**src/cpu_bus_ctrl.sv**
```systemverilog
// ============================
// 6809 bus side glue
//   VMA register, interrupt ack decode,
//   RAM write enable, Konami-1 decryption
// ============================
`timescale 1ns/10ps

module cpu_bus_ctrl (
    input  logic        clk,
    input  logic        rstn,
    input  logic        cen_E,
    input  logic        avma,
    input  logic        rnw,
    input  logic        ram_cs,
    input  logic        op,         // opcode fetch cycle
    input  logic        ba,
    input  logic        bs,
    input  logic        konami_en,  // board uses the Konami-1 CPU
    input  logic [15:0] addr,
    input  logic [7:0]  cpu_din,
    output logic        vma,
    output logic        irq_ack,
    output logic        ram_we,
    output logic [7:0]  din_dec
);

    logic [7:0] key;
    logic       decode;

    // AVMA announces the next cycle, so it is latched on E
    always_ff @(posedge clk or negedge rstn) begin
        if (!rstn) begin
            vma <= 1'b1;
        end else if (cen_E) begin
            vma <= avma;
        end
    end

    assign irq_ack = ~ba & bs;     // BA/BS = 01 is vector fetch
    assign ram_we  = ram_cs & ~rnw;

    // Konami-1 only scrambles opcode bytes, odd bits from A1 and A3
    assign key    = {addr[1], 1'b0, ~addr[1], 1'b0, addr[3], 1'b0, ~addr[3], 1'b0};
    assign decode = konami_en & op;

    always_comb begin
        if (decode) begin
            din_dec = cpu_din ^ key;
        end else begin
            din_dec = cpu_din;
        end
    end

endmodule

```
**config.mk**
```make
export PLATFORM = sky130hd
export DESIGN_NAME = cpu_bus_ctrl
export DESIGN_NICKNAME = d
export VERILOG_FILES = /design/src/cpu_bus_ctrl.sv
export SDC_FILE = /design/constraint.sdc
export NUM_CORES = 1
export LEC_CHECK = 0
export ABC_AREA = 1
export BUFFER_PORTS_ARGS = -buffer_cell sky130_fd_sc_hd__buf_2
export CAP_MARGIN = 30
export CELL_PAD_IN_SITES_DETAIL_PLACEMENT = 1
export CELL_PAD_IN_SITES_GLOBAL_PLACEMENT = 1
export CORE_ASPECT_RATIO = 1.5
export CORE_UTILIZATION = 10
export CTS_CLUSTER_DIAMETER = 150
export DETAILED_ROUTE_END_ITERATION = 12
export PLACE_DENSITY_LB_ADDON = 0.1
export REMOVE_ABC_BUFFERS = 1
export SLEW_MARGIN = 10
export SYNTH_ARGS = -nofsm -noshare
export SYNTH_HDL_FRONTEND = slang
export SYNTH_SLANG_ARGS = --single-unit
```
**constraint.sdc**
```tcl
create_clock -name clk -period 0.97 [get_ports clk]
set_clock_uncertainty 0.2 [all_clocks]
set_input_delay 0.0485 -clock clk [delete_from_list [all_inputs] [get_ports clk]]
set_output_delay 0.0485 -clock clk [all_outputs]
set_load 0.02 [all_outputs]
```
**Word level (Yosys, flattened, before mapping)**

Cells that the tools add are included.

- Output and inout bits: 11
- Logic and storage cells: 10
- Bits in registers: 1
- Input port bits: 34

- Bitwise logic cells: 8
- Muxes and demuxes: 1

Operators with widths:

| kind | count |
|---|---|
| 2-to-1 mux 8 bit | 1 |
| XOR 8 bit | 1 |
| inverter 1 bit | 4 |
| bitwise AND 1 bit | 3 |

**Longest topological paths before layout**

- Depth after elaboration: 3
- Mapped depth: 5
- Gate-level depth less buffers: 5

**Least setup slack after synthesis**

No wires, ideal clock.

- Path kind: reg2reg
- From: register, netlist name vma
- To: register vma
- Path buffers: 0
- Data required time: 691 ps
- Library setup time: 79 ps
- Stages on the path, launching flop included: 3
- Slack: -43 ps
- Period minus slack after synthesis: 1013 ps
- Arrival: 734 ps
- Path through: dfstp_2 -> inv_1 -> o21ai_0

RTL lines:

| what | RTL line | RTL |
|---|---|---|
| to (signal assigned) | 35 | `vma <= avma;` |
| to (decl) | 21 | `output logic vma,` |

**Final worst setup path**

- From: input cpu_din[4]
- To: output din_dec[4]

- Longest elaborated chain between the ends: 2

RTL lines:

| what | RTL line | RTL |
|---|---|---|
| from (decl) | 20 | `input logic [7:0] cpu_din,` |
| XOR 8 bit | 48 | `din_dec = cpu_din ^ key;` |
| 2-to-1 mux 8 bit (*) | 47 | `if (decode) begin` |
| to (decl) | 24 | `output logic [7:0] din_dec` |

Every way passes the cells marked *; elsewhere a longest branch is shown, timed or not.

==> impl_results.md <==
* Status: complete, no violations
* RR Startpoint: vma$_DFFE_PN1P_
* Core area at between 1500 and 2000 um2
* Crit path cell chain: dlygate4sd3_1
* Sw Pwr at 0.0955 mW
* Post-synthesis cell area at 206 um2
* Switch share at 0.447
* Area of all sequential standard cells at 26.3 um2
* Vias at 312
* Avg Vias per Cell at 3.55
* HPWL after detailed placement at 548 um
* Clock power share at 0
* Reg2Reg Capture Point: vma$_DFFE_PN1P_
* Number of global-route vias before repair at around 250
* Area share of the largest cell type after synthesis at 0.455
* Cell count of the worst reg-to-reg path at 2
* Hold Path End: vma$_DFFE_PN1P_
* Max Cap Violations at 0
* Slew at the pin closest to its max-slew limit at 0.251 ns
* Crit Path Class: in2out
* Largest delay share family, worst path: buffers and inverters
* Final setup TNS at 0 ns
* Sequential power share at 0.236
* Ports at 45
* Top reg by flops: vma
* Power per standard cell area at around 590 nW/um2
* Synth cell types at 8
* Drt wl/cell at 8.10 um
* RSZ-0062 raised after global routing: no
* Slew Limit Headroom at 0.833
* Gate count of the mapped netlist at 44
* Number of diodes at 0
* Worst EP arrival at 0.71 ns
* Comb power frac at 0.764
* Crit-path max cell delay at 0.66 ns
* Fin. max-slew vios at 0
* # nets final at 103
* Hold depth at 2
* Worst vdd ir at 0.120 mV
* PortBufs at 22
* Seq/Total Area, Yosys at 0.127
* Minimum clock period at 0.955 ns
* Die Height at 57.6 um
* Remaining global-route overflow at 0
* Cell Rows at 19
* Yosys reg bits at 1
* Effective utilization at floorplan at 0.110
* Syn. warnings at 0
* RePlAce Congestion at 0.539
* Final core utilization at 0.195
* Syn_area_per_cell at between 4 and 5 um2
* Worst Min Path Start: cen_E
* First-pass GRT wire length at a little over 1000 um
* Int Power at 0.118 mW
* Final ANT Viol Nets at 0
* Endpoints failing setup at 0
* Tcrit/Tclk final at 0.985
* Crit path depth at 1
* Detailed Routing Iterations Pass 1 at 2
* Internal reg-to-reg setup slack at 0.05 ns
* Max Freq at 1050 MHz
* Largest net degree at the start of global routing at 6
* Initial drt markers at 2
* Fin Hold WS at just under 0.009 ns
* Leak at 0.262 nW
* Largest fanout on the critical path at 1
* Synth area leaders: nand2_1 45%, inv_1 16%, buf_4 15%
* Top Registers: vma x1
* Clock transition at path regs at 0 ns
* Multi-input logic area at 113 um2
* Clock latency on the worst-skew pair at 0 ns
* Class of the worst hold path: in2reg
* Post-route DRC at 0
* Die width at 39.1 um
* DP Area at about 310 um2
* Finished Layout Cells at between 80 and 90
* Slowest cell on crit path: dlygate4sd3_1
* Area delta synth->final at 77.0%
* GRT Total Usage at 0.0590
* Crit end category: output port
* CP required at roughly 0.7 ns
* Final WL at 713 um
* Dpl cells at 83
* Worst Setup Start Kind: input port
* Hold Vio Cnt, Final at 0
* Crit path buffers/inverters at 1
* Initial antenna violation count at 0
* Design Area, Final at 365 um2
* Number of fill cells at between 200 and 300
* DIE AREA at roughly 2300 um2
* Synth area leader: nand2_1
* Share of layout cells above drive strength 1 at 0.373
* Max reg flops at 1
## synth_stat cells, drive strengths merged
cell type,n
dfstp,1
inv,10
nor2,2
o21ai,1
nand2,26
buf,4
## stage by stage
| step | worst slack (ns) | power, mW |
|---|---|---|
| floorplan | -0.0425 | 0.122 |
| global placement | 0.00289 | 0.186 |
| detailed placement | 0.00598 | 0.187 |
| CTS | 0.00503 | 0.216 |
| global route | 0.00488 | 0.233 |
| finish | 0.0148 | 0.214 |
## placed cells by master, fill, tap and decap left out
master,count
buf_2,22
dfstp_2,1
dlygate4sd3_1,4
dlymetal6s4s_1,1
inv_1,9
inv_2,1
nand2_1,25
nand2_2,1
nor2_1,2
o21ai_1,1
## power by group through the flow
stage	Sequential, mW	Clock, mW	Combinational [mW]
global placement	0.0506	0	0.135
floorplan	0.0559	0	0.0665
CTS	0.0506	0	0.165
finish	0.0504	0	0.163
global route	0.0510	0	0.182
detailed placement	0.0505	0	0.136
## cells by family (layout without fill, tap and decap cells)
kind of cell	count (synthesis)	after routing	synth area share
and+or+nand+nor	28	28	0.521
buffers and inverters	14	37	0.327
AOI/OAI and AO/OA	1	1	0.0242
DFF	1	1	0.127
## worst max-delay path by stage
| stage | end | slack [ns] | start |
|---|---|---|---|
| 6_report | din_dec[4] | 0.01 | cpu_din[4] |
| 5_1_grt | din_dec[4] | 0.005 | cpu_din[4] |
| 4_1_cts | vma$_DFFE_PN1P_ | 0.005 | vma$_DFFE_PN1P_ |
| 3_5_place_dp | vma$_DFFE_PN1P_ | 0.006 | vma$_DFFE_PN1P_ |
| 3_3_place_gp | vma$_DFFE_PN1P_ | 0.003 | vma$_DFFE_PN1P_ |
| 2_1_floorplan | vma$_DFFE_PN1P_ | -0.04 | vma$_DFFE_PN1P_ |
## layout make-up
| class | instances | share of cell area |
|---|---|---|
| flip-flops and latches | 1 | 0.0719 |
| inverters | 10 | 0.103 |
| multi-input cells | 29 | 0.308 |
| repair buffers | 27 | 0.445 |
| well taps | 21 | 0.0719 |
## timing repair
item / CTS / global route
setup buffers: 0 / 0
resized for setup: 0 / 2
endpoints found under the setup margin: 0 / 2
hold buffers: 5 / 0
endpoints found under the hold margin: 5 / 0
## metal layers
layer | global-route usage | wire (um) | vias to the layer above
li1 | - | - | 165
met1 | 0.0619 | 231 | 133
met2 | 0.126 | 420 | 14
met3 | 0 | 61 | 0
met4 | 0 | 0 | 0
met5 | 0 | 0 | -
(Power assumes the default switching activity.)
