[src/m6809_pkg.sv]
// ============================
// shared constants and enums for the
// 6809 clock and bus adapter
//   work RAM size, recovery control,
//   phase and wait-state encodings
// ============================

package m6809_pkg;

    // work RAM address width, 1 kB
    localparam int RAM_AW = 10;

    // missed-slot recovery on/off
    localparam bit RECOVERY_EN = 1'b1;

    localparam logic [3:0] MISS_MAX = 4'd15;   // miss counter saturates here

    // position inside one E/Q bus cycle
    // cen_E fires at PH_E, cen_Q fires at PH_Q
    typedef enum logic [1:0] {
        PH_E  = 2'b00,
        PH_EQ = 2'b01,  // gap between E and Q
        PH_Q  = 2'b10,
        PH_QE = 2'b11   // gap before next E
    } phase_t;

    // wait controller states
    typedef enum logic [1:0] {
        WT_RUN    = 2'd0,  // free running
        WT_ROM    = 2'd1,  // SDRAM fetch pending
        WT_SETTLE = 2'd2   // first clk of rom_ok seen
    } wait_t;

endpackage

[src/cen_gate.sv]
// ============================
// wait controller for the 6809 strobes
//   blocks the clock enables while a shared
//   device is busy or a ROM fetch is pending
// ============================
`timescale 1ns/10ps

module cen_gate (
    input  logic clk,
    input  logic rstn,
    input  logic dev_busy,
    input  logic rom_cs,
    input  logic rom_ok,
    output logic gate
);
    import m6809_pkg::*;

    wait_t st;
    wait_t st_nx;
    logic  rom_bad;

    // fetch requested but the data is not there yet
    assign rom_bad = rom_cs & ~rom_ok;

    // rom_ok must hold for two clks before release,
    // a stale rom_ok right after an address change gets absorbed here
    always_comb begin
        st_nx = st;
        case (st)
            WT_RUN:    if (rom_bad) st_nx = WT_ROM;
            WT_ROM:    if (rom_ok) st_nx = WT_SETTLE;
            WT_SETTLE: st_nx = rom_ok ? WT_RUN : WT_ROM;   // ok dropped, wait again
            default:   st_nx = WT_RUN;
        endcase
    end

    always_ff @(posedge clk or negedge rstn) begin
        if (!rstn) begin
            st <= WT_RUN;
        end else begin
            st <= st_nx;
        end
    end

    // rom_bad also closes the gate on the very clk the fetch starts
    always_comb begin
        gate = ~dev_busy & ~rom_bad & (st == WT_RUN);
    end

endmodule

[src/cpu_cen_gen.sv]
// ============================
// 6809 E/Q phase strobe generator
//   divides cen by four into cen_E/cen_Q,
//   pauses on waits, recovers missed slots
// ============================
`timescale 1ns/10ps

module cpu_cen_gen (
    input  logic clk,
    input  logic rstn,
    input  logic cen,       // CPU input clock enable, one clk wide
    input  logic dev_busy,
    input  logic rom_cs,
    input  logic rom_ok,
    output logic cen_E,
    output logic cen_Q
);
    import m6809_pkg::*;

    phase_t     phase;
    logic       gate;
    logic       last_half;  // phase[1] at the last gated cen
    logic       last_eq;    // strobe on the previous cen
    logic       eq;
    logic       catchup;
    logic [3:0] misses;

    cen_gate u_gate (
        .clk      ( clk      ),
        .rstn     ( rstn     ),
        .dev_busy ( dev_busy ),
        .rom_cs   ( rom_cs   ),
        .rom_ok   ( rom_ok   ),
        .gate     ( gate     )
    );

    assign eq      = cen_E | cen_Q;
    assign catchup = RECOVERY_EN && (misses != 4'd0);

    always_comb begin
        cen_E = cen && gate && (phase == PH_E);
        cen_Q = cen && gate && (phase == PH_Q);
    end

    // While gated off, the phase may still step through the gap
    // of the current half cycle. It then parks on the pending
    // strobe phase and each blocked cen there counts as a miss.
    always_ff @(posedge clk or negedge rstn) begin
        if (!rstn) begin
            phase     <= PH_E;
            last_half <= 1'b1;  // so PH_E parks instead of sliding to Q
            last_eq   <= 1'b0;
            misses    <= 4'd0;
        end else if (cen) begin
            last_eq <= eq;
            if (gate) begin
                last_half <= phase[1];
            end
            if (gate && catchup) begin
                // skip the gap, strobes on consecutive cen pulses
                phase  <= phase_t'({~phase[1], 1'b0});
                misses <= misses - 4'd1;
            end else if (gate || phase[1] == last_half) begin
                phase <= phase_t'(phase + 2'd1);
            end else if (!last_eq && misses != MISS_MAX) begin
                misses <= misses + 4'd1;    // lost slot
            end
        end
    end

endmodule

[config.mk]
export PLATFORM = sky130hd
export DESIGN_NAME = cpu_cen_gen
export DESIGN_NICKNAME = d
export VERILOG_FILES = /design/src/m6809_pkg.sv /design/src/cen_gate.sv /design/src/cpu_cen_gen.sv
export SDC_FILE = /design/constraint.sdc
export NUM_CORES = 1
export LEC_CHECK = 0
export BUFFER_PORTS_ARGS = -buffer_cell sky130_fd_sc_hd__buf_2
export CAP_MARGIN = 0
export CORE_MARGIN = 2
export CORE_UTILIZATION = 40
export DETAILED_ROUTE_END_ITERATION = 10
export SLEW_MARGIN = 10
export SYNTH_ARGS = -nofsm -noshare
export SYNTH_HDL_FRONTEND = slang
export SYNTH_SLANG_ARGS = --single-unit
export TNS_END_PERCENT = 30
[constraint.sdc]
create_clock -name clk -period 2.1 [get_ports clk]
set_clock_uncertainty 0.2 [all_clocks]
set_input_delay 0.42 -clock clk [delete_from_list [all_inputs] [get_ports clk]]
set_output_delay 0.42 -clock clk [all_outputs]
set_load 0.01 [all_outputs]
# Word-level counts from Yosys, hierarchy flattened
# Index checks and enable logic that the tools add are counted.
# word_totals
input_bits,6
memories,0
rom_bits,0
latchBits,0
ram_bits,0
reg_bits,10
output_inout_bits,2
# classes
eq_ne,8
magnitude_cmp,0
n_addsub,3
bitwise_logic,8
shift,0
muxes,9
reduce_logical,16
n_mul,0
div_mod_pow,0
# op_table
op,count
4-bit 2-to-1 mux,3
2-bit 2-to-1 mux,4
2-bit one-hot mux with 3 select lines,1
2-bit AND reduction,3
1-bit logical AND,5
4-bit by 1-bit adder with 4-bit output (second input constant),1
2-bit == test (second input constant),2
2-bit zero test,2
2-bit inequality test (second input constant),2
4-bit inequality test (second input constant),1
1-bit NOT,4
2-bit nonzero test,2
4-bit nonzero test,1
4-bit by 1-bit subtractor with 4-bit output (second input constant),1
1-bit bitwise AND,3
3-bit AND reduction,1
2-bit by 1-bit adder with 2-bit output (second input constant),1
2-bit by 1-bit == test with 1-bit output (second input constant),1
2-bit by 1-bit inequality test with 1-bit output (second input constant),1
1-bit == test,1
1-bit zero test,1
1-bit logical OR,1
1-bit 2-to-1 mux,1
1-bit OR,1

# Depth between registers and ports, before layout
# Gate-level depths: netlist of the first run.
# logic_depth
ltp_word,8
mapped_depth,8
ltp_nobuf,7

# By module
# A second synthesis of the first run with hierarchy kept.
# hier_totals
cells_unflattened,62
hier_area_um2,653.1
# by_module_without_submodules
mod,area_each_um2,cells_per_inst,instances
cpu_cen_gen,564.3,55,1
cen_gate,88.8,7,1

# Worst setup path before layout of the first run
# Ideal clock, no wire load.
# synth_path
path_kind,register -> register
start,register misses[1]
end,register misses[2]
arrival_ns,1.962
setup_time_ns,0.104
path_stages_with_launch,9
n_path_buf,1
slack_ns,-0.165
cell_sequence,dfrtp_1 -> buf_6 -> or4_1 -> and3_4 -> xnor2_1 -> ha_1 -> nor3_1 -> a31oi_1 -> a221oi_1
# synth_via
elab_chain_cells,4
# synth_rtl
element,line_no,rtl
from (decl),cpu_cen_gen.sv:26,logic [3:0] misses;
from (signal assigned),cpu_cen_gen.sv:62,misses <= misses - 4'd1;
from (signal assigned),cpu_cen_gen.sv:66,misses <= misses + 4'd1;
4-bit by 1-bit adder with 4-bit output (tied with other cells),cpu_cen_gen.sv:66,
4-bit 2-to-1 mux (tied with other cells),cpu_cen_gen.sv:65,end else if (!last_eq && misses != MISS_MAX) begin
4-bit 2-to-1 mux (tied with other cells),cpu_cen_gen.sv:63,end else if (gate || phase[1] == last_half) begin
4-bit 2-to-1 mux / 3-bit AND reduction (equally long branches),-,
# Parallel ways exist; a longest one is shown, timed or not. The select of a mux whose other input is x is not followed.
# A chain may end at the register's enable or synchronous reset.

# Final worst setup path of the first run
# layout_path
start,register misses[0]
end,register misses[2]
# Same word-level chain as after synthesis.

==> metrics.sh, run 1 <==
OUTCOME='finished, violations left'
FAILING_CHECKS='negative setup slack'
POSTROUTEANTENNANETS=0
CLOCK_TREE.BUFFER_DEPTH=2
POST_SYNTH_XOR_AREA_FRACTION=0.0258
CELLLEAKAGEPOWER_nW=0.392
DESIGN.CORE.AREA_UM2=1540
CRITICAL_PATH_CLASS='register to register'
CELLPOWERDENSITY_nW_PER_UM2=1240
ANTENNA_VIOLATIONS_BEFORE_REPAIR=0
WIRE_PER_INST_UM=14.3
SYNTHESIS.AREA_PER_INSTANCE_UM2=9.57
SETUP_VIOL=1
VIAS_PER_CELL=6.10
POST_ROUTE_CLOCK_PERIOD_UTILIZATION=1.06
MAX_SLEW.WORST_PIN.SLEW_PS=427
NUM_ANTENNA_CELLS=0
FP-ROW-COUNT=14
GRT_PASS1_VIAS=614
SLOWEST_DELAY_PS=520
TOP_LEVEL_PORTS=8
NUMCTSBUFFERS=3
DETAIL_ROUTE.ITER0.VIOLATIONS=24
YS.WARNINGS.COUNT=0
FIN_WS_PS=-129
YOSYS.AREA_SHARE.SIMPLE=0.210
GRT_PASS1_WL_MM=2.57
YS_SEQ_ELEMENTS=10
CLOCK-SINKS=10
SYNTH.TOP_CELLS.BY_COUNT='9 x dfrtp_1, 6 x inv_1, 4 x nand2_1, 4 x nor3_1, 4 x o21ai_0'
AREAGROWTHSYNTHTOFINISH_PCT=25.8
GRT-OVFL-TOTAL=0
YS_SEQ_AREA_FRAC=0.370
SHARE_OF_THE_SYNTHESIZED_AREA_IN_THE_TOP_CELL_TYPE=0.331
SYN-INSTANCE-COUNT=71
DIE_W_UM=45.2
POST_SYNTH_FA_HA_MAJ_AREA_FRACTION=0.0552
KIND_OF_END_POINT_OF_THE_CRITICAL_PATH='register'
CLK_ROOT_BUFFER_CELL='clkbuf_4'
RSZ0062_AT_GRT='yes'
POWER.IR.VDD_WORST_mV=0.574
FINALWEIGHTEDCONGESTION=0.808
MIN-DELAY-START='rom_ok'
SYNTH_TOP_CELL_BY_AREA='dfrtp_1'
EDFF_COUNT_SYNTH=0
MIN_PERIOD_PS=2230
FIN_AREA_UM2=855
CRIT_PATH_CELL_TRACE='or4_4 > and3_4 > xnor2_2 > ha_2 > nor3_2 > a31oi_1 > a221oi_1'
PORT-BUFFER-COUNT=7
NETLIST_TOP_CELLS_AREA='dfrtp_1 33%, ha_1 5.5%, a2111oi_4 4.1%, dfstp_2 3.9%, inv_1 3.3%'
CTS_SETUP_BUFFERS=0
DP_HPWL_MM=1.15
CTS_MAX_LEVEL=1
GRT_START_MAX_NET_PINS=14
MAXIMUM_FANOUT_COUNT_ALONG_THE_CRITICAL_PATH=4
SYNTH_TOP_FAMILY_BY_AREA='compound AO/OA/AOI/OAI gates'
DIE-AREA_UM2=2040
POSTSYNTH.ASYNCRESETSHARE=1.00
REPORT.POWER.TOTAL_mW=1.06
CRIT_PATH_TOP_DELAY_CELL='or4_4'
SYN-NUM-NETS=80
POSTLAYOUTCOREUTIL=0.554
FLOORPLAN.INITIALDENSITY=0.441
CAP_VIOLATIONS=0
WORST_HOLD_PATH_TYPE='input port to register'
DRT-PASS1-ITER-COUNT=4
SYNTH-MAIN-FF-CELL='dfrtp_1'
ROUTED_VIAS=653
WORST_SETUP_HOLD_PATH_CLK_SLEW_PS=70
NUMNETS_FINAL=101
SETUP.WORST_PATH.START_CLASS='register'
PEAK_CLOCK_FREQUENCY_SUPPORTED_BY_TIMING_MHz=449
TRITONCTS_CLOCK_TREE='yes'
CP_DATA_ARRIVAL_TIME_PS=2220
DIE_HEIGHT_UM=45.2
MULTI_INPUT_AREA_UM2=407
YOSYS-MUX-AREA-FRACTION=0.0147
PLACEMENT.CELL_AREA_UM2=800
GR-USAGE-ALL-LAYERS=0.180
CRITICAL_PATH_REQUIRED_PS=2090
DRIVE_ABOVE_1_SHARE=0.330
SYNTHMOSTINSTANTIATEDCELL='dfrtp_1'
CLK-INSERTION-DELAY-LATE_PS=280
NETLIST-CELL-TYPE-COUNT=37
FINALMAXSLEWVIOLATIONS=0
SYNTH-COMPOUND-AREA-SHARE=0.262
FINAL.FILL_COUNT=138
POST_SYNTH_INSTANCE_AREA_UM2=679
REGISTER_AREA_UM2=251
ROUTE.FINAL.WIRE_LENGTH_MM=1.53
R2R_START='misses[0]$_DFFE_PN0P_'
DETAIL_ROUTE.DRC_VIOLATIONS=0
CRIT_START='misses[0]$_DFFE_PN0P_'
FINAL_HOLD_VIOL_COUNT=0
REL_SLEW_SLACK=0.715
[layer usage]
| layer | share of wire | global-route usage |
|---|---|---|
| met3 | 0.067 | 0.0440 |
| met1 | 0.46 | 0.226 |
| met5 | 0 | 0 |
| met2 | 0.44 | 0.260 |
| met4 | 0.030 | 0.141 |
[final timing paths]
kind / to / slack (ps) / depth (start not counted)
max in group asynchronous: last_half$_DFFE_PN1P_ / 1090 / 2
min in group asynchronous: misses[2]$_DFFE_PN0P_ / 330 / 2
min reg2reg: phase[0]$_DFFE_PN0P_ / 280 / 1
max: misses[2]$_DFFE_PN0P_ / -130 / 7
max reg2reg: misses[2]$_DFFE_PN0P_ / -130 / 7
min: u_gate.st[0]$_DFFE_PN0P_ / 130 / 2
[what timing repair did]
| action | CTS | global route |
|---|---|---|
| endpoints found under the hold margin | 9 | 0 |
| resized for setup | 2 | 2 |
| hold buffers | 1 | 0 |
| setup endpoints to repair | 3 | 4 |
| gates cloned | 0 | 0 |
| pin swaps | 4 | 4 |
[kinds of logic after synthesis]
kind of cell    Yosys count
buf+inv                   9
xor+xnor                  2
simple gates             24
mux                       1
flops                    10
fa+ha+maj                 3
compound gates           22
[final cells by class]
type                            instances  area share
Clock buffer                            4      0.0307
Inverter                                6      0.0264
Multi-Input combinational cell         52       0.476
Sequential cell                        10       0.294
Tap cell                               16      0.0234
Timing Repair Buffer                   19       0.149
[report_power, final]
part	internal (mW)	switching, mW	leakage (nW)
sequential	0.265	0.0543	0.123
clock	0.0735	0.0713	0.0150
combinational	0.297	0.301	0.254
[stage by stage]
stage / setup TNS [ps] / instances / setup WS [ps] / hold WS (ps)
after floorplan: -138 / 71 / -138 / -75.6
after global placement: -33.1 / 102 / -33.1 / 94.5
after detailed placement: -136 / 102 / -136 / 100
after CTS: -157 / 107 / -114 / 121
after global routing: -445 / 107 / -222 / 137
final: -129 / 107 / -129 / 131
[flip-flops by register name (all words and copies together) (netlist names)]
| signal | flops |
|---|---|
| misses | 4 |
| phase | 2 |
| last_half | 1 |
| last_eq | 1 |
| u_gate.st | 2 |
[layout by cell type (no fill, tap or decap), drive strengths merged]
master	Yosys	final
buf	2	18
dfrtp	9	9
inv	6	6
nor3	5	5
o21ai	4	4
nand2	4	4
and3	4	4
clkbuf	1	4
a21oi	3	3
ha	3	3
a31oi	2	2
nor2	2	2
nand3	2	2
a221oi	2	2
a31o	2	2
xnor2	2	2
nand2b	1	1
or4	1	1
and2	1	1
o211ai	1	1
a2111oi	1	1
a311oi	1	1
and3b	1	1
nor4	1	1
mux2i	1	1
o31ai	1	1
nand4	1	1
nor4b	1	1
a211oi	1	1
a221o	1	1
a32oi	1	1
o21a	1	1
o211a	1	1
dlygate4sd3	0	1
dfstp	1	1
[critical path: cells and delay by family, from the launching register on]
family	cells	cell delay, ps
XOR/XNOR	1	130
AO/OA/AOI/OAI	2	330
flip-flops	1	380
AND/OR/NAND/NOR	3	900
adder cells (fa/ha/maj)	1	200
(Power assumes the default switching activity.)
==> run 2, diff against run 1 <==
- SYNTH_HIERARCHICAL: default -> 1
==> run 2 against run 1 <==
  * The flow still finishes with violations (negative setup slack)
  * Global-route usage grew 0.23 points
  * Synthesized cell count shrank 13%
  * Register-to-register slack gained 50 ps
  * Critical path depth shrank 3
  * Maximum frequency grew 2.1%
  * Design area grew 13%
  * Routed wire length shrank 6.7%
  * Setup slack gained 46 ps
==> metrics.sh, run 2 <==
CP_DATA_ARRIVAL_TIME_PS=1560  # -660 ps
FINAL.SETUP.TNS_PS=-283  # -155 ps
CLOCK-SINKS=10  # unchanged
MIN-DELAY-START='rom_ok'
POWER.IR.VDD_WORST_mV=0.656  # +14%
PEAK_CLOCK_FREQUENCY_SUPPORTED_BY_TIMING_MHz=458  # +2.1%
ROUTE.FINAL.WIRE_LENGTH_MM=1.43  # -6.7%
SYNTH_TOP_CELL_BY_AREA='dfrtp_1'
TOP_LEVEL_PORTS=8  # unchanged
PWR-SHARE-COMB=0.570  # +0.007
CRITICAL_PATH_CLASS='register to output pin'
WORSTHOLDPATHCELLS=2  # unchanged
YS.WARNINGS.COUNT=6  # +6
REG2REG_SETUP_SLACK_PS=-80  # +50 ps
CELLLEAKAGEPOWER_nW=0.468  # +19%
NUMCTSBUFFERS=3  # unchanged
DETAIL_ROUTE.ITER0.VIOLATIONS=5  # -79%
DIE_W_UM=44.4  # -1.8%
REL_SLEW_SLACK=0.764  # +0.0481
GRT_PASS1_VIAS=575  # -6.4%
RSZ0062_AT_GRT='yes'
DRT-PASS1-ITER-COUNT=3  # -1
P_INT_uW=758  # +19%
MIN_PERIOD_PS=2180  # -46.0 ps
SWITCHING_POWER_uW=464  # +8.7%
BIGGESTREGSBYFLOPS='misses x4, phase x2, u_gate/st x2'
CELL_COUNT_OF_THE_WORST_REG_TO_REG_PATH=8  # +1
SEQUENTIALPOWERSHARE=0.286  # -0.015
DETAIL_ROUTE.DRC_VIOLATIONS=0  # unchanged
SHARE_OF_THE_SYNTHESIZED_AREA_IN_THE_TOP_CELL_TYPE=0.345  # +0.0133
POST_ROUTE_CLOCK_PERIOD_UTILIZATION=1.04  # -0.0219
CAP_VIOLATIONS=0  # unchanged
FINAL_HOLD_VIOL_COUNT=0  # unchanged
SYNTH.TOP_CELLS.BY_COUNT='9 x dfrtp_1, 7 x nand2_1, 6 x inv_1'
MAXIMUM_FANOUT_COUNT_ALONG_THE_CRITICAL_PATH=3  # -1
FIN_HOLD_WS_PS=239  # +108 ps
DIE_HEIGHT_UM=44.4  # -1.8%
GR-USAGE-ALL-LAYERS=0.182  # +0.00234
VIAS_PER_CELL=5.27  # -14%
NUMNETS_FINAL=103  # +2.0%
POSTROUTEANTENNANETS=0  # unchanged
CLK_ROOT_BUFFER_CELL='clkbuf_4'
FINALMAXSLEWVIOLATIONS=0  # unchanged
ANTENNA_VIOLATIONS_BEFORE_REPAIR=0  # unchanged
FINALWEIGHTEDCONGESTION=0.737  # -8.7%
FINAL_CELL_MIX='17 x buf_4, 9 x dfrtp_1, 7 x nand2_1'
WIRE_PER_INST_UM=13.4  # -6.7%
FAILING_CHECKS='negative setup slack'
PWR-SHARE-CLK=0.144  # +0.008
TRITONCTS_CLOCK_TREE='yes'
POSTSYNTH.ASYNCRESETSHARE=1.00  # unchanged
PLACEMENT.CELL_AREA_UM2=880  # +10%
LAYOUT_COMMONEST_CELL='buf_4'
CLOCK_TREE.BUFFER_DEPTH=2  # unchanged
YS_SEQ_AREA_FRAC=0.385  # +0.0149
DP_HPWL_MM=1.08  # -5.9%
CRITICAL_PATH_REQUIRED_PS=1480  # -610 ps
CELLPOWERDENSITY_nW_PER_UM2=1260  # +1.5%
MAX_SLEW.WORST_PIN.SLEW_PS=353  # -73.4 ps
R2R-END='misses[3]$_DFFE_PN0P_'
LARGEST_REGISTER_FF_COUNT=4  # unchanged
KIND_OF_END_POINT_OF_THE_CRITICAL_PATH='output pin'
CLK-INSERTION-DELAY-LATE_PS=270  # about the same
WORST_HOLD_PATH_TYPE='input port to register'
GRT-OVFL-TOTAL=0  # unchanged
MAX_FLOP_REGISTER='misses'
NUM_ANTENNA_CELLS=0  # unchanged
GRT_START_MAX_NET_PINS=11  # -3
SYNTH-MAIN-FF-CELL='dfrtp_1'
GRT_PASS1_WL_MM=2.56  # -0.54%
HOLD_PATH_END='u_gate/st[0]$_DFFE_PN0P_'
SETUP.WORST_PATH.START_CLASS='register'
DRIVE_ABOVE_1_SHARE=0.484  # +0.154
SYNTHESIS.AREA_PER_INSTANCE_UM2=10.5  # +10%
FIN_AREA_UM2=968  # +13%
P_SW_FRAC=0.379  # -0.0220
NETLIST-CELL-TYPE-COUNT=29  # -22%
FLOORPLAN.INITIALDENSITY=0.429  # -0.0122
FIN_WS_PS=-82.6  # +46.0 ps
CTS_MAX_LEVEL=1  # unchanged
DESIGN.CORE.AREA_UM2=1520  # -1.1%
SYN-NUM-NETS=73  # -8.8%
SYNTHMOSTINSTANTIATEDCELL='dfrtp_1'
R2R_START='u_gate/st[1]$_DFFE_PN0P_'
SYN-INSTANCE-COUNT=62  # -13%
EDFF_COUNT_SYNTH=0  # unchanged
OUTCOME='finished, violations left'
ROUTED_VIAS=564  # -14%
POST_SYNTH_INSTANCE_AREA_UM2=653  # -3.9%
FP-ROW-COUNT=14  # unchanged
PORT-BUFFER-COUNT=7  # unchanged
AREAGROWTHSYNTHTOFINISH_PCT=48.3
SETUP_VIOL=4  # +3
DIE-AREA_UM2=1970  # -3.5%
WORST_SETUP_HOLD_PATH_CLK_SLEW_PS=70  # about the same
YS_SEQ_ELEMENTS=10  # unchanged
NETLIST_TOP_CELLS_AREA='dfrtp_1 34%, ha_1 7.7%, o41ai_4 4.2%, dfstp_2 4.0%, nand2_1 4.0%'
==> run 2: changes by cell type after synthesis, sizes merged, moves of 2 or more <==
cell	before	now
and3	4	2
a221oi	2	0
a31oi	2	0
nor3	5	2
o21ai	4	6
a31o	2	0
nor2	2	0
nand2	4	7
==> run 2: what timing repair did <==
action / in CTS / in global routing
hold buffers: 1 / 0
setup endpoints to repair: 4 / 4
setup buffers: 1 / 1
gates cloned: 0 / 0
pin swaps: 0 / 4
hold endpoints to repair: 9 / 0
gates resized for setup: 0 / 5
==> run 2: layout make-up <==
cell class | count | area (um2)
clock buffer | 4 | 36.3
fill | 138 | 556
inverter | 7 | 38.8
multi-input combinational | 44 | 432
sequential | 10 | 251
tap | 16 | 20.0
timing repair buffer | 26 | 190
==> run 2: worst max path at each step <==
stage / from / end / slack (ps) / depth (start not counted)
floorplan: rom_ok / misses[3]$_DFFE_PN0P_ / -170 / 10
global placement: rom_ok / misses[3]$_DFFE_PN0P_ / -310 / 10
detailed placement: rom_ok / misses[3]$_DFFE_PN0P_ / -340 / 10
CTS: u_gate/st[1]$_DFFE_PN0P_ / misses[3]$_DFFE_PN0P_ / -80 / 8
global route: u_gate/st[1]$_DFFE_PN0P_ / misses[3]$_DFFE_PN0P_ / -180 / 9
finish: u_gate/st[1]$_DFFE_PN0P_ / cen_E / -80 / 4
==> run 2: kinds of logic (layout without fill, tap and decap cells) <==
family,after synthesis,in the layout,synth area share
AO/OA/AOI/OAI,16,16,0.222
XOR/XNOR,3,3,0.0402
adder cells (fa/ha/maj),5,5,0.107
buffers and inverters,8,37,0.0479
flip-flops,10,10,0.385
multiplexers,3,3,0.0536
AND/OR/NAND/NOR,17,17,0.144
==> run 2: per-layer routing <==
layer	wire length, um	global-route usage	part of all wire
met1	625	0.213	0.44
met2	729	0.306	0.51
met3	62	0.0735	0.043
met4	14	0.0545	0.0098
met5	0	0	0
==> run 2: critical path: stages, from the launching register on <==
cell and delay [ps]:
dfrtp_1 410, a2111oi_4 410, buf_4 190, and3_1 150
buf_2 130
==> run 2: power groups by stage <==
stage                     sequential [mW]  combinational [mW]  clock (mW)
after floorplan                     0.365               0.408           0
after global placement              0.353               0.636           0
after detailed placement            0.355               0.658           0
after CTS                           0.351               0.665       0.182
after global routing                0.359               0.786       0.191
final                               0.350               0.696       0.176
==> run 2: stage by stage <==
stage                     power (mW)   util  setup slack (ps)  cells
after floorplan                0.773      -              -173     62
after global placement         0.989  0.577              -308    100
after detailed placement        1.01  0.577              -337    100
after CTS                       1.20  0.612             -75.1    106
after global routing            1.34  0.635              -179    107
final                           1.22  0.635             -82.6    107
